==> config.mk <==
export PLATFORM = sky130hd
export DESIGN_NAME = lsu_lsc_ctl
export DESIGN_NICKNAME = d
export VERILOG_FILES = /design/src/common/lsu_map_pkg.sv /design/src/common/lsu_types_pkg.sv /design/src/common/lsu_dc1_if.sv /design/src/logic/lsu_lsc_ctl.sv /design/src/logic/lsu_load_fmt.sv /design/src/logic/lsu_pipe.sv /design/src/addr/lsu_addrcheck.sv /design/src/addr/lsu_decode.sv
export SDC_FILE = /design/constraint.sdc
export NUM_CORES = 1
export LEC_CHECK = 0
export ABC_AREA = 1
export BUFFER_PORTS_ARGS = -buffer_cell sky130_fd_sc_hd__buf_2
export CAP_MARGIN = 25
export CORE_MARGIN = 8
export CORE_UTILIZATION = 45
export CTS_BUF_LIST = sky130_fd_sc_hd__clkbuf_8
export CTS_CLUSTER_DIAMETER = 60
export DETAILED_ROUTE_END_ITERATION = 6
export GPL_ROUTABILITY_DRIVEN = 0
export PLACE_DENSITY = 0.73
export SLEW_MARGIN = 5
export SYNTH_ARGS = -nofsm -noshare
export SYNTH_HDL_FRONTEND = slang
export SYNTH_SLANG_ARGS = --single-unit
==> constraint.sdc <==
create_clock -name clk -period 3.64 [get_ports clk]
set_clock_uncertainty 0.2 [all_clocks]
set_input_delay 0.364 -clock clk [delete_from_list [all_inputs] [get_ports clk]]
set_output_delay 0.364 -clock clk [all_outputs]
set_load 0.02 [all_outputs]
==> src/common/lsu_map_pkg.sv <==
// Data widths and the DCCM and PIC address windows of the load/store unit

`default_nettype none

package lsu_map_pkg;

   // ********************
   // Widths
   // ********************
   localparam int XLEN     = 32;
   localparam int OFFSET_W = 12;

   // ********************
   // Memory regions
   // ********************

   // Data closely coupled memory
   localparam logic [XLEN-1:0] DCCM_BASE  = 32'hF004_0000;
   localparam logic [XLEN-1:0] DCCM_BYTES = 32'h0001_0000;

   // Interrupt controller registers, word access only
   localparam logic [XLEN-1:0] PIC_BASE   = 32'hF00C_0000;
   localparam logic [XLEN-1:0] PIC_BYTES  = 32'h0000_8000;

   // Everything outside both windows goes to the external bus

endpackage

`default_nettype wire
==> src/common/lsu_types_pkg.sv <==
// Access size enum, load/store control packet and error report types

`default_nettype none

package lsu_types_pkg;

   // ********************
   // Access size
   // ********************

   // Same code as the DMA size field
   typedef enum logic [1:0] {
      SZ_BYTE  = 2'd0,
      SZ_HALF  = 2'd1,
      SZ_WORD  = 2'd2,
      SZ_DWORD = 2'd3
   } lsu_size_e;

   // ********************
   // Control packet
   // ********************
   typedef struct packed {
      logic      valid;
      logic      dma;      // Request came from the DMA port
      logic      load;
      logic      store;
      logic      unsign;   // Zero extend on load
      lsu_size_e size;
   } lsu_pkt_t;

   // ********************
   // Error report
   // ********************
   typedef struct packed {
      logic                              exc_valid;
      logic                              exc_type;   // 1 access or bus fault, 0 misaligned
      logic                              inst_type;  // 1 store
      logic [lsu_map_pkg::XLEN-1:0]      addr;
   } lsu_error_t;

endpackage

`default_nettype wire

==> src/common/lsu_dc1_if.sv <==
// DC1 stage bundle: packet, start and end address, region and fault flags

`timescale 1ns/100ps
`default_nettype none

interface lsu_dc1_if;
   import lsu_map_pkg::*;
   import lsu_types_pkg::*;

   lsu_pkt_t        pkt;
   logic [XLEN-1:0] addr;
   logic [XLEN-1:0] end_addr;
   logic            in_dccm;
   logic            in_pic;
   logic            external;
   logic            access_fault;
   logic            misaligned_fault;

   // Address generation side
   modport gen  (output pkt, addr, end_addr);

   // Memory map check side
   modport chk  (input  pkt, addr, end_addr,
                 output in_dccm, in_pic, external, access_fault, misaligned_fault);

   // Pipeline side
   modport pipe (input  pkt, addr, end_addr, in_dccm, in_pic, external,
                        access_fault, misaligned_fault);

endinterface

`default_nettype wire

==> src/logic/lsu_lsc_ctl.sv <==
// Load/store control top level connecting decode, address check, pipeline and load format

`timescale 1ns/100ps
`default_nettype none

module lsu_lsc_ctl (
   input  logic                                 clk,
   input  logic                                 rst_n,
   // Core request
   input  logic                                 core_valid,
   input  logic                                 core_load,
   input  logic                                 core_store,
   input  logic                                 core_unsign,
   input  logic [1:0]                           core_size,
   input  logic [lsu_map_pkg::XLEN-1:0]         rs1,
   input  logic [lsu_map_pkg::OFFSET_W-1:0]     offset,
   // DMA request
   input  logic                                 dma_req,
   input  logic                                 dma_write,
   input  logic [1:0]                           dma_size,
   input  logic [lsu_map_pkg::XLEN-1:0]         dma_addr,
   // Flushes
   input  logic                                 flush_dc2_up,
   input  logic                                 flush_dc3,
   input  logic                                 flush_dc4,
   input  logic                                 flush_dc5,
   // DC3 load return
   input  logic                                 ld_bus_error_dc3,
   input  logic [lsu_map_pkg::XLEN-1:0]         ld_data_dc3,
   input  logic [lsu_map_pkg::XLEN-1:0]         bus_read_data_dc3,
   // Results
   output logic [lsu_map_pkg::XLEN-1:0]         addr_dc1,
   output logic [lsu_map_pkg::XLEN-1:0]         addr_dc5,
   output logic                                 exc_dc2,
   output logic                                 addr_in_dccm_dc3,
   output logic                                 addr_in_pic_dc3,
   output logic                                 addr_external_dc3,
   output logic                                 error_exc_valid_dc3,
   output logic                                 error_exc_type_dc3,
   output logic                                 error_inst_store_dc3,
   output logic [lsu_map_pkg::XLEN-1:0]         error_addr_dc3,
   output logic [lsu_map_pkg::XLEN-1:0]         result_dc3,
   output logic [lsu_map_pkg::XLEN-1:0]         result_dc4,
   output logic                                 commit_dc5
);
   import lsu_types_pkg::*;

   lsu_pkt_t   pkt_dc3;
   lsu_error_t error_dc3;

   lsu_dc1_if dc1_bus ();

   // ********************
   // DC1
   // ********************
   lsu_decode u_decode (
      .clk          (clk),
      .rst_n        (rst_n),
      .core_valid   (core_valid),
      .core_load    (core_load),
      .core_store   (core_store),
      .core_unsign  (core_unsign),
      .core_size    (core_size),
      .rs1          (rs1),
      .offset       (offset),
      .dma_req      (dma_req),
      .dma_write    (dma_write),
      .dma_size     (dma_size),
      .dma_addr     (dma_addr),
      .flush_dc2_up (flush_dc2_up),
      .dc1          (dc1_bus.gen)
   );

   lsu_addrcheck u_addrcheck (
      .dc1 (dc1_bus.chk)
   );

   // ********************
   // DC2 to DC5
   // ********************
   lsu_pipe u_pipe (
      .clk              (clk),
      .rst_n            (rst_n),
      .flush_dc2_up     (flush_dc2_up),
      .flush_dc3        (flush_dc3),
      .flush_dc4        (flush_dc4),
      .flush_dc5        (flush_dc5),
      .ld_bus_error_dc3 (ld_bus_error_dc3),
      .dc1              (dc1_bus.pipe),
      .pkt_dc3          (pkt_dc3),
      .external_dc3     (addr_external_dc3),
      .in_dccm_dc3      (addr_in_dccm_dc3),
      .in_pic_dc3       (addr_in_pic_dc3),
      .addr_dc5         (addr_dc5),
      .exc_dc2          (exc_dc2),
      .error_dc3        (error_dc3),
      .commit_dc5       (commit_dc5)
   );

   lsu_load_fmt u_load_fmt (
      .clk               (clk),
      .rst_n             (rst_n),
      .pkt_dc3           (pkt_dc3),
      .external_dc3      (addr_external_dc3),
      .ld_data_dc3       (ld_data_dc3),
      .bus_read_data_dc3 (bus_read_data_dc3),
      .result_dc3        (result_dc3),
      .result_dc4        (result_dc4)
   );

   // Flatten the bundles onto the top level ports
   assign addr_dc1             = dc1_bus.addr;
   assign error_exc_valid_dc3  = error_dc3.exc_valid;
   assign error_exc_type_dc3   = error_dc3.exc_type;
   assign error_inst_store_dc3 = error_dc3.inst_type;
   assign error_addr_dc3       = error_dc3.addr;

endmodule

`default_nettype wire

==> src/logic/lsu_load_fmt.sv <==
// Load data select, size and sign extension at DC3 and the DC4 result register

`timescale 1ns/100ps
`default_nettype none

module lsu_load_fmt (
   input  logic                             clk,
   input  logic                             rst_n,
   input  lsu_types_pkg::lsu_pkt_t          pkt_dc3,
   input  logic                             external_dc3,
   input  logic [lsu_map_pkg::XLEN-1:0]     ld_data_dc3,
   input  logic [lsu_map_pkg::XLEN-1:0]     bus_read_data_dc3,
   output logic [lsu_map_pkg::XLEN-1:0]     result_dc3,
   output logic [lsu_map_pkg::XLEN-1:0]     result_dc4
);
   import lsu_map_pkg::*;
   import lsu_types_pkg::*;

   logic [XLEN-1:0] raw_dc3;
   logic            byte_fill;
   logic            half_fill;

   // External accesses return on the bus, the rest from local memory
   assign raw_dc3 = external_dc3 ? bus_read_data_dc3 : ld_data_dc3;

   // Fill bit for the upper part
   assign byte_fill = ~pkt_dc3.unsign & raw_dc3[7];
   assign half_fill = ~pkt_dc3.unsign & raw_dc3[15];

   always_comb begin
      case (pkt_dc3.size)
         SZ_BYTE:  result_dc3 = {{(XLEN-8){byte_fill}}, raw_dc3[7:0]};
         SZ_HALF:  result_dc3 = {{(XLEN-16){half_fill}}, raw_dc3[15:0]};
         SZ_WORD:  result_dc3 = raw_dc3;
         default:  result_dc3 = '0;
      endcase
   end

   always_ff @(posedge clk or negedge rst_n) begin
      if (!rst_n) begin
         result_dc4 <= '0;
      end else begin
         result_dc4 <= result_dc3;
      end
   end

endmodule

`default_nettype wire

==> src/logic/lsu_pipe.sv <==
// DC2 to DC5 packet and address pipeline with flush, exception, error report and commit

`timescale 1ns/100ps
`default_nettype none

module lsu_pipe (
   input  logic                             clk,
   input  logic                             rst_n,
   input  logic                             flush_dc2_up,
   input  logic                             flush_dc3,
   input  logic                             flush_dc4,
   input  logic                             flush_dc5,
   input  logic                             ld_bus_error_dc3,
   lsu_dc1_if.pipe                          dc1,
   output lsu_types_pkg::lsu_pkt_t          pkt_dc3,
   output logic                             external_dc3,
   output logic                             in_dccm_dc3,
   output logic                             in_pic_dc3,
   output logic [lsu_map_pkg::XLEN-1:0]     addr_dc5,
   output logic                             exc_dc2,
   output lsu_types_pkg::lsu_error_t        error_dc3,
   output logic                             commit_dc5
);
   import lsu_map_pkg::*;
   import lsu_types_pkg::*;

   lsu_pkt_t        pkt_q  [2:5];
   lsu_pkt_t        pkt_in [2:5];
   logic [XLEN-1:0] addr_q [2:5];
   logic [5:2]      kill;
   logic            access_fault_dc2;
   logic            misaligned_fault_dc2;
   logic            in_dccm_dc2;
   logic            in_pic_dc2;
   logic            external_dc2;
   logic            access_fault_dc3;
   logic            misaligned_fault_dc3;

   // ********************
   // Valid tracking
   // ********************

   // Flush that applies on the way into each stage
   assign kill = {flush_dc4, flush_dc3, flush_dc2_up, flush_dc2_up};

   always_comb begin
      pkt_in[2] = dc1.pkt;
      for (int s = 3; s <= 5; s++) begin
         pkt_in[s] = pkt_q[s-1];
      end
      // DMA traffic ignores flushes
      for (int s = 2; s <= 5; s++) begin
         pkt_in[s].valid = pkt_in[s].valid & ~(kill[s] & ~pkt_in[s].dma);
      end
   end

   always_ff @(posedge clk or negedge rst_n) begin
      if (!rst_n) begin
         for (int s = 2; s <= 5; s++) begin
            pkt_q[s]  <= '0;
            addr_q[s] <= '0;
         end
         access_fault_dc2     <= 1'b0;
         misaligned_fault_dc2 <= 1'b0;
         in_dccm_dc2          <= 1'b0;
         in_pic_dc2           <= 1'b0;
         external_dc2         <= 1'b0;
         access_fault_dc3     <= 1'b0;
         misaligned_fault_dc3 <= 1'b0;
         in_dccm_dc3          <= 1'b0;
         in_pic_dc3           <= 1'b0;
         external_dc3         <= 1'b0;
      end else begin
         for (int s = 2; s <= 5; s++) begin
            pkt_q[s] <= pkt_in[s];
         end
         addr_q[2] <= dc1.addr;
         for (int s = 3; s <= 5; s++) begin
            addr_q[s] <= addr_q[s-1];
         end
         access_fault_dc2     <= dc1.access_fault;
         misaligned_fault_dc2 <= dc1.misaligned_fault;
         in_dccm_dc2          <= dc1.in_dccm;
         in_pic_dc2           <= dc1.in_pic;
         external_dc2         <= dc1.external;
         access_fault_dc3     <= access_fault_dc2;
         misaligned_fault_dc3 <= misaligned_fault_dc2;
         in_dccm_dc3          <= in_dccm_dc2;
         in_pic_dc3           <= in_pic_dc2;
         external_dc3         <= external_dc2;
      end
   end

   assign pkt_dc3  = pkt_q[3];
   assign addr_dc5 = addr_q[5];

   // ********************
   // Exception and error report
   // ********************
   assign exc_dc2 = (access_fault_dc2 | misaligned_fault_dc2) & pkt_q[2].valid;

   always_comb begin
      error_dc3.exc_valid = (access_fault_dc3 | misaligned_fault_dc3 | ld_bus_error_dc3) &
                            pkt_q[3].valid & ~pkt_q[3].dma & ~flush_dc3;
      error_dc3.exc_type  = ~misaligned_fault_dc3;
      error_dc3.inst_type = pkt_q[3].store;
      error_dc3.addr      = addr_q[3];
   end

   // Commit only core loads and stores that survive the DC5 flush
   assign commit_dc5 = pkt_q[5].valid & (pkt_q[5].load | pkt_q[5].store) &
                       ~pkt_q[5].dma & ~flush_dc5;

endmodule

`default_nettype wire

==> src/addr/lsu_addrcheck.sv <==
// DC1 memory map decode with access fault and misaligned fault detection

`timescale 1ns/100ps
`default_nettype none

module lsu_addrcheck (
   lsu_dc1_if.chk dc1
);
   import lsu_map_pkg::*;
   import lsu_types_pkg::*;

   logic start_dccm;
   logic start_pic;
   logic end_dccm;
   logic end_pic;
   logic cross_region;
   logic pic_not_word;

   // Unsigned wrap makes one compare cover both window bounds
   function automatic logic in_window(input logic [XLEN-1:0] a,
                                      input logic [XLEN-1:0] base,
                                      input logic [XLEN-1:0] bytes);
      logic [XLEN-1:0] rel;
      rel = a - base;
      return rel < bytes;
   endfunction

   // ********************
   // Region decode
   // ********************
   assign start_dccm = in_window(dc1.addr,     DCCM_BASE, DCCM_BYTES);
   assign start_pic  = in_window(dc1.addr,     PIC_BASE,  PIC_BYTES);
   assign end_dccm   = in_window(dc1.end_addr, DCCM_BASE, DCCM_BYTES);
   assign end_pic    = in_window(dc1.end_addr, PIC_BASE,  PIC_BYTES);

   assign dc1.in_dccm  = start_dccm;
   assign dc1.in_pic   = start_pic;
   assign dc1.external = ~start_dccm & ~start_pic;

   // ********************
   // Faults
   // ********************

   // Start and end bytes must sit in the same region
   assign cross_region = (start_dccm != end_dccm) | (start_pic != end_pic);
   assign pic_not_word = start_pic & (dc1.pkt.size != SZ_WORD);

   assign dc1.access_fault = cross_region | pic_not_word;

   always_comb begin
      case (dc1.pkt.size)
         SZ_HALF:  dc1.misaligned_fault = dc1.addr[0];
         SZ_WORD:  dc1.misaligned_fault = |dc1.addr[1:0];
         SZ_DWORD: dc1.misaligned_fault = ~dc1.pkt.dma;  // core has no dword access
         default:  dc1.misaligned_fault = 1'b0;
      endcase
   end

endmodule

`default_nettype wire

==> src/addr/lsu_decode.sv <==
// Core and DMA request select, DC1 registers and start and end address generation

`timescale 1ns/100ps
`default_nettype none

module lsu_decode (
   input  logic                                  clk,
   input  logic                                  rst_n,
   input  logic                                  core_valid,
   input  logic                                  core_load,
   input  logic                                  core_store,
   input  logic                                  core_unsign,
   input  logic [1:0]                            core_size,
   input  logic [lsu_map_pkg::XLEN-1:0]          rs1,
   input  logic [lsu_map_pkg::OFFSET_W-1:0]      offset,
   input  logic                                  dma_req,
   input  logic                                  dma_write,
   input  logic [1:0]                            dma_size,
   input  logic [lsu_map_pkg::XLEN-1:0]          dma_addr,
   input  logic                                  flush_dc2_up,
   lsu_dc1_if.gen                                dc1
);
   import lsu_map_pkg::*;
   import lsu_types_pkg::*;

   lsu_pkt_t              core_pkt_d;
   lsu_pkt_t              dma_pkt_d;
   lsu_pkt_t              pkt_d;
   lsu_pkt_t              pkt_dc1;
   logic [XLEN-1:0]       base_d;
   logic [OFFSET_W-1:0]   offset_d;
   logic [XLEN-1:0]       base_dc1;
   logic [OFFSET_W-1:0]   offset_dc1;
   logic [XLEN-1:0]       addr_dc1;
   logic [2:0]            last_byte_dc1;

   // ********************
   // D stage request select
   // ********************
   always_comb begin
      core_pkt_d        = '0;
      core_pkt_d.valid  = core_valid & ~flush_dc2_up;
      core_pkt_d.load   = core_load;
      core_pkt_d.store  = core_store;
      core_pkt_d.unsign = core_unsign;
      core_pkt_d.size   = lsu_size_e'(core_size);

      dma_pkt_d         = '0;
      dma_pkt_d.valid   = 1'b1;
      dma_pkt_d.dma     = 1'b1;
      dma_pkt_d.load    = ~dma_write;
      dma_pkt_d.store   = dma_write;
      dma_pkt_d.size    = lsu_size_e'(dma_size);

      // DMA wins over the core
      pkt_d = dma_req ? dma_pkt_d : core_pkt_d;
   end

   // DMA address is already complete, so no offset
   assign base_d   = dma_req ? dma_addr : rs1;
   assign offset_d = dma_req ? '0 : offset;

   always_ff @(posedge clk or negedge rst_n) begin
      if (!rst_n) begin
         pkt_dc1    <= '0;
         base_dc1   <= '0;
         offset_dc1 <= '0;
      end else begin
         pkt_dc1    <= pkt_d;
         base_dc1   <= base_d;
         offset_dc1 <= offset_d;
      end
   end

   // ********************
   // DC1 address generation
   // ********************
   assign addr_dc1 = base_dc1 + {{(XLEN-OFFSET_W){offset_dc1[OFFSET_W-1]}}, offset_dc1};

   // Offset of the last byte touched
   always_comb begin
      case (pkt_dc1.size)
         SZ_BYTE:  last_byte_dc1 = 3'd0;
         SZ_HALF:  last_byte_dc1 = 3'd1;
         SZ_WORD:  last_byte_dc1 = 3'd3;
         default:  last_byte_dc1 = 3'd7;
      endcase
   end

   assign dc1.pkt      = pkt_dc1;
   assign dc1.addr     = addr_dc1;
   assign dc1.end_addr = addr_dc1 + {{(XLEN-3){1'b0}}, last_byte_dc1};

endmodule

`default_nettype wire

==> results.md <==
- Port-buffer cells: 324
- 1st-pass router iterations: 5
- Hold Crit Endpoint: u_load_fmt.result_dc4[15]$_DFF_PN0_
- Violations in the final reports: setup timing
- Max-cap violation count: 0
- Initial Util: 0.457
- P&R area growth vs syn: 43.8%
- GR Overflow Total: 0
- Reg2Reg Capture Point: u_pipe.access_fault_dc2$_DFF_PN0_
- Most used DFF post-synth: dfrtp_1
- YS warnings: 0
- R2R setup slack: -0.16 ns
- Status: finished, violations left
- Site Rows: 60
- Final core occ: 0.657
- Worst r2r src: u_decode.base_dc1[0]$_DFF_PN0_
- CORE AREA: 26,900 um^2
- Area share of the largest cell type after synthesis: 0.495
- Worst VDD drop: 0.000248 V
- Clock network fraction of design power: 0.315
- Commonest non-fill, non-tap cell in the layout: nand2_1
- CP max FO: 4
- Crit path DAT: 4.04 ns
- Initial antenna violation count: 0
- Global-route wire length before repair: 60,900 um
- CTS Buf Count: 40
- DP HPWL: 27,800 um
- Number of synthesized flops with an enable pin: 0
- Psw: 2.85 mW
- Worst-path clk slew: 0.06 ns
- Switching share of power: 0.333
- CP endpoint kind: register
- WHS Path Cells: 3
- Total vias in the final route: 11.8k
- Commonest cells after routing, fill and taps aside: nand2_1 (414), buf_2 (322), dfrtp_1 (243)
- Post-Synthesis Cells: 1,493
- Layout cells sized above 1: 0.355
- Die W: 181 um
- Nets@finish: 2,236
- Final max-slew violation count: 0
- Fillers: 2,094
- Leak: 9.50 nW
- Antenna Cells: 0
- Power share of the combinational group: 0.312
- Classification of the worst setup path: register to register
- Top post-synthesis cells by area: dfrtp_1 (50%), nand2_1 (13%), inv_1 (5.3%)
- Register area: 6080 um^2
- RSZ-0062 raised after global routing: yes
- Net Count, Synth: 1,684
- Seq/Total Area, Yosys: 0.495
- Vias in the first global route: 12.1k
- DRC Markers: 0
- Crit path time final: 3.80 ns
- Area occupied by multi-input gates: 5450 um^2
- Total routed wirelength: 38,400 um
- Power per Cell Area: 485 nW/um^2
- Final hold violations: 0
- Clk root buf: clkbuf_8
- Post-DRT Antenna Nets: 0
- Synthesized area: 12,300 um^2
- Full die area: 32,800 um^2
- Vias per inst: 4.91
- Largest net degree at the start of global routing: 94
- Worst endpoint required time: 3.89 ns
- Yosys reg bits: 243
- Max Freq: 263 MHz
- CTS Sinks: 243
- Clock latency on the worst-skew pair: 0.55 ns
- Worst Hold Class: input port to register
- PnR worst setup slack: -0.155 ns
- Synth cell types: 40
- Gr usage total: 0.227
- Hold path start: bus_read_data_dc3[15]
- CP Launch Type: register
- Largest buffer count on any clock path: 3
- Max_slew headroom: 0.345
- Initial DRC Count: 791
- Final setup vio count: 1
- Sequential power share: 0.373
- Pin slew with the least headroom to its limit: 0.979 ns
- Die Y: 181 um
- Worst r2r path cells: 25
- Period utilisation layout: 1.04
- CTS tree: yes
- Async set-reset flop share out of synthesis: 1.00
- Area leader, netlist: dfrtp_1
- Internal: 5.72 mW
- H-tree depth: 2
- Total power: 8.57 mW
- Mapped Avg Cell Area: 8.23 um^2
- IO Count: 325
- Wire per inst: 15.9 um
==> per-layer routing <==
metal,routed length [um],track usage,vias up
met5,0,0,-
met4,1460,0.0977,0
met3,2580,0.0493,108
met2,19300,0.399,480
met1,15100,0.262,5535
li1,-,-,5722
==> worst max-delay path by stage <==
stage / startpoint / end / cells after the start
after floorplan: u_decode.offset_dc1[0]$_DFF_PN0_ / u_pipe.access_fault_dc2$_DFF_PN0_ / 28
after global placement: u_decode.offset_dc1[0]$_DFF_PN0_ / u_pipe.access_fault_dc2$_DFF_PN0_ / 28
after detailed placement: u_decode.offset_dc1[0]$_DFF_PN0_ / u_pipe.access_fault_dc2$_DFF_PN0_ / 26
after CTS: u_decode.offset_dc1[0]$_DFF_PN0_ / u_pipe.access_fault_dc2$_DFF_PN0_ / 27
after global routing: u_decode.base_dc1[0]$_DFF_PN0_ / u_pipe.access_fault_dc2$_DFF_PN0_ / 27
final: u_decode.base_dc1[0]$_DFF_PN0_ / u_pipe.access_fault_dc2$_DFF_PN0_ / 25
==> cells in the mapped netlist, types with 2 or more instances <==
cell type / number
a21boi_0: 2
a21oi_1: 22
a21oi_2: 3
a31oi_1: 2
and2_1: 2
buf_4: 65
clkbuf_1: 18
clkinv_1: 5
dfrtp_1: 243
ha_1: 33
inv_1: 174
inv_2: 12
mux2i_1: 9
nand2_1: 438
nand2_2: 53
nand2_4: 10
nand3_1: 87
nand3_2: 13
nand3b_1: 3
nand4_1: 32
nor2_1: 141
nor2_2: 15
nor2_4: 9
nor3_1: 10
nor3_2: 2
nor4_1: 4
o21a_1: 2
o21ai_0: 60
o21ai_1: 3
o21bai_1: 4
xor2_1: 8
==> worst max-delay path, cell delays in order, from the launching register on <==
cell,delay (ns)
dfrtp_1,0.33
ha_2,0.19
inv_2,0.04
fa_2,0.39
xnor2_4,0.18
ha_4,0.28
nand2_2,0.05
o21ai_2,0.15
nand3_2,0.13
nor2_4,0.14
nand2_4,0.10
nor2_8,0.16
nand3_4,0.12
inv_4,0.10
nand2_4,0.06
nand2_4,0.08
buf_4,0.11
nand3_2,0.15
o21bai_4,0.19
nand3_1,0.09
nor2_1,0.09
nand3_1,0.08
nor2_1,0.10
nand3_1,0.07
nand2_1,0.06
nand2_1,0.04
==> flip-flops by register name, indices dropped and copies added (netlist names), 7 cells and up <==
register               cells
u_decode.base_dc1         32
u_decode.dc1.pkt           7
u_decode.offset_dc1       12
u_load_fmt.result_dc4     32
u_pipe.addr_dc5           32
u_pipe.addr_q             64
u_pipe.error_dc3          33
u_pipe.pkt_in              9
==> cell families after synthesis <==
kind of cell,after synthesis,synth area share
simple gates,822,0.306
buf+inv,274,0.104
flops,243,0.495
compound gates,101,0.0448
fa+ha+maj,34,0.0353
xor+xnor,10,0.00774
mux,9,0.00734
==> stage by stage <==
stage | setup TNS (ns) | hold WS, ns | setup slack (ns) | cells | area (um^2)
floorplan | 0 | -0.132 | 0.00675 | 1493 | 12300
global placement | -0.111 | 0.132 | -0.111 | 2194 | 14700
detailed placement | -0.220 | 0.135 | -0.220 | 2194 | 14700
CTS | -0.0600 | 0.000469 | -0.0411 | 2399 | 17200
global route | -0.867 | 0.0178 | -0.402 | 2411 | 17700
finish | -0.155 | 0.0351 | -0.155 | 2411 | 17700
==> power by group through the flow <==
stage / Clock, mW / Sequential, mW / Combinational, mW
after floorplan: 0 / 3.25 / 1.43
after global routing: 2.89 / 3.24 / 2.89
final: 2.70 / 3.20 / 2.67
after CTS: 2.77 / 3.20 / 2.50
after global placement: 0 / 3.22 / 2.28
after detailed placement: 0 / 3.24 / 2.32
==> final cells by class <==
class                   count  area share
clock buffers              45      0.0351
clock inverters            22      0.0164
inverters                 191      0.0407
multi-input cells         976       0.309
flip-flops and latches    243       0.344
well taps                 341      0.0242
repair buffers            593       0.230
==> repair_timing <==
item,in CTS,in global routing
cloned,0,0
pin swaps,17,45
endpoints found under the hold margin,172,0
buffers inserted,4,11
endpoints found under the setup margin,5,8
hold buffers,134,0
gates resized for setup,29,94
Power figures use the tool's default switching activity.
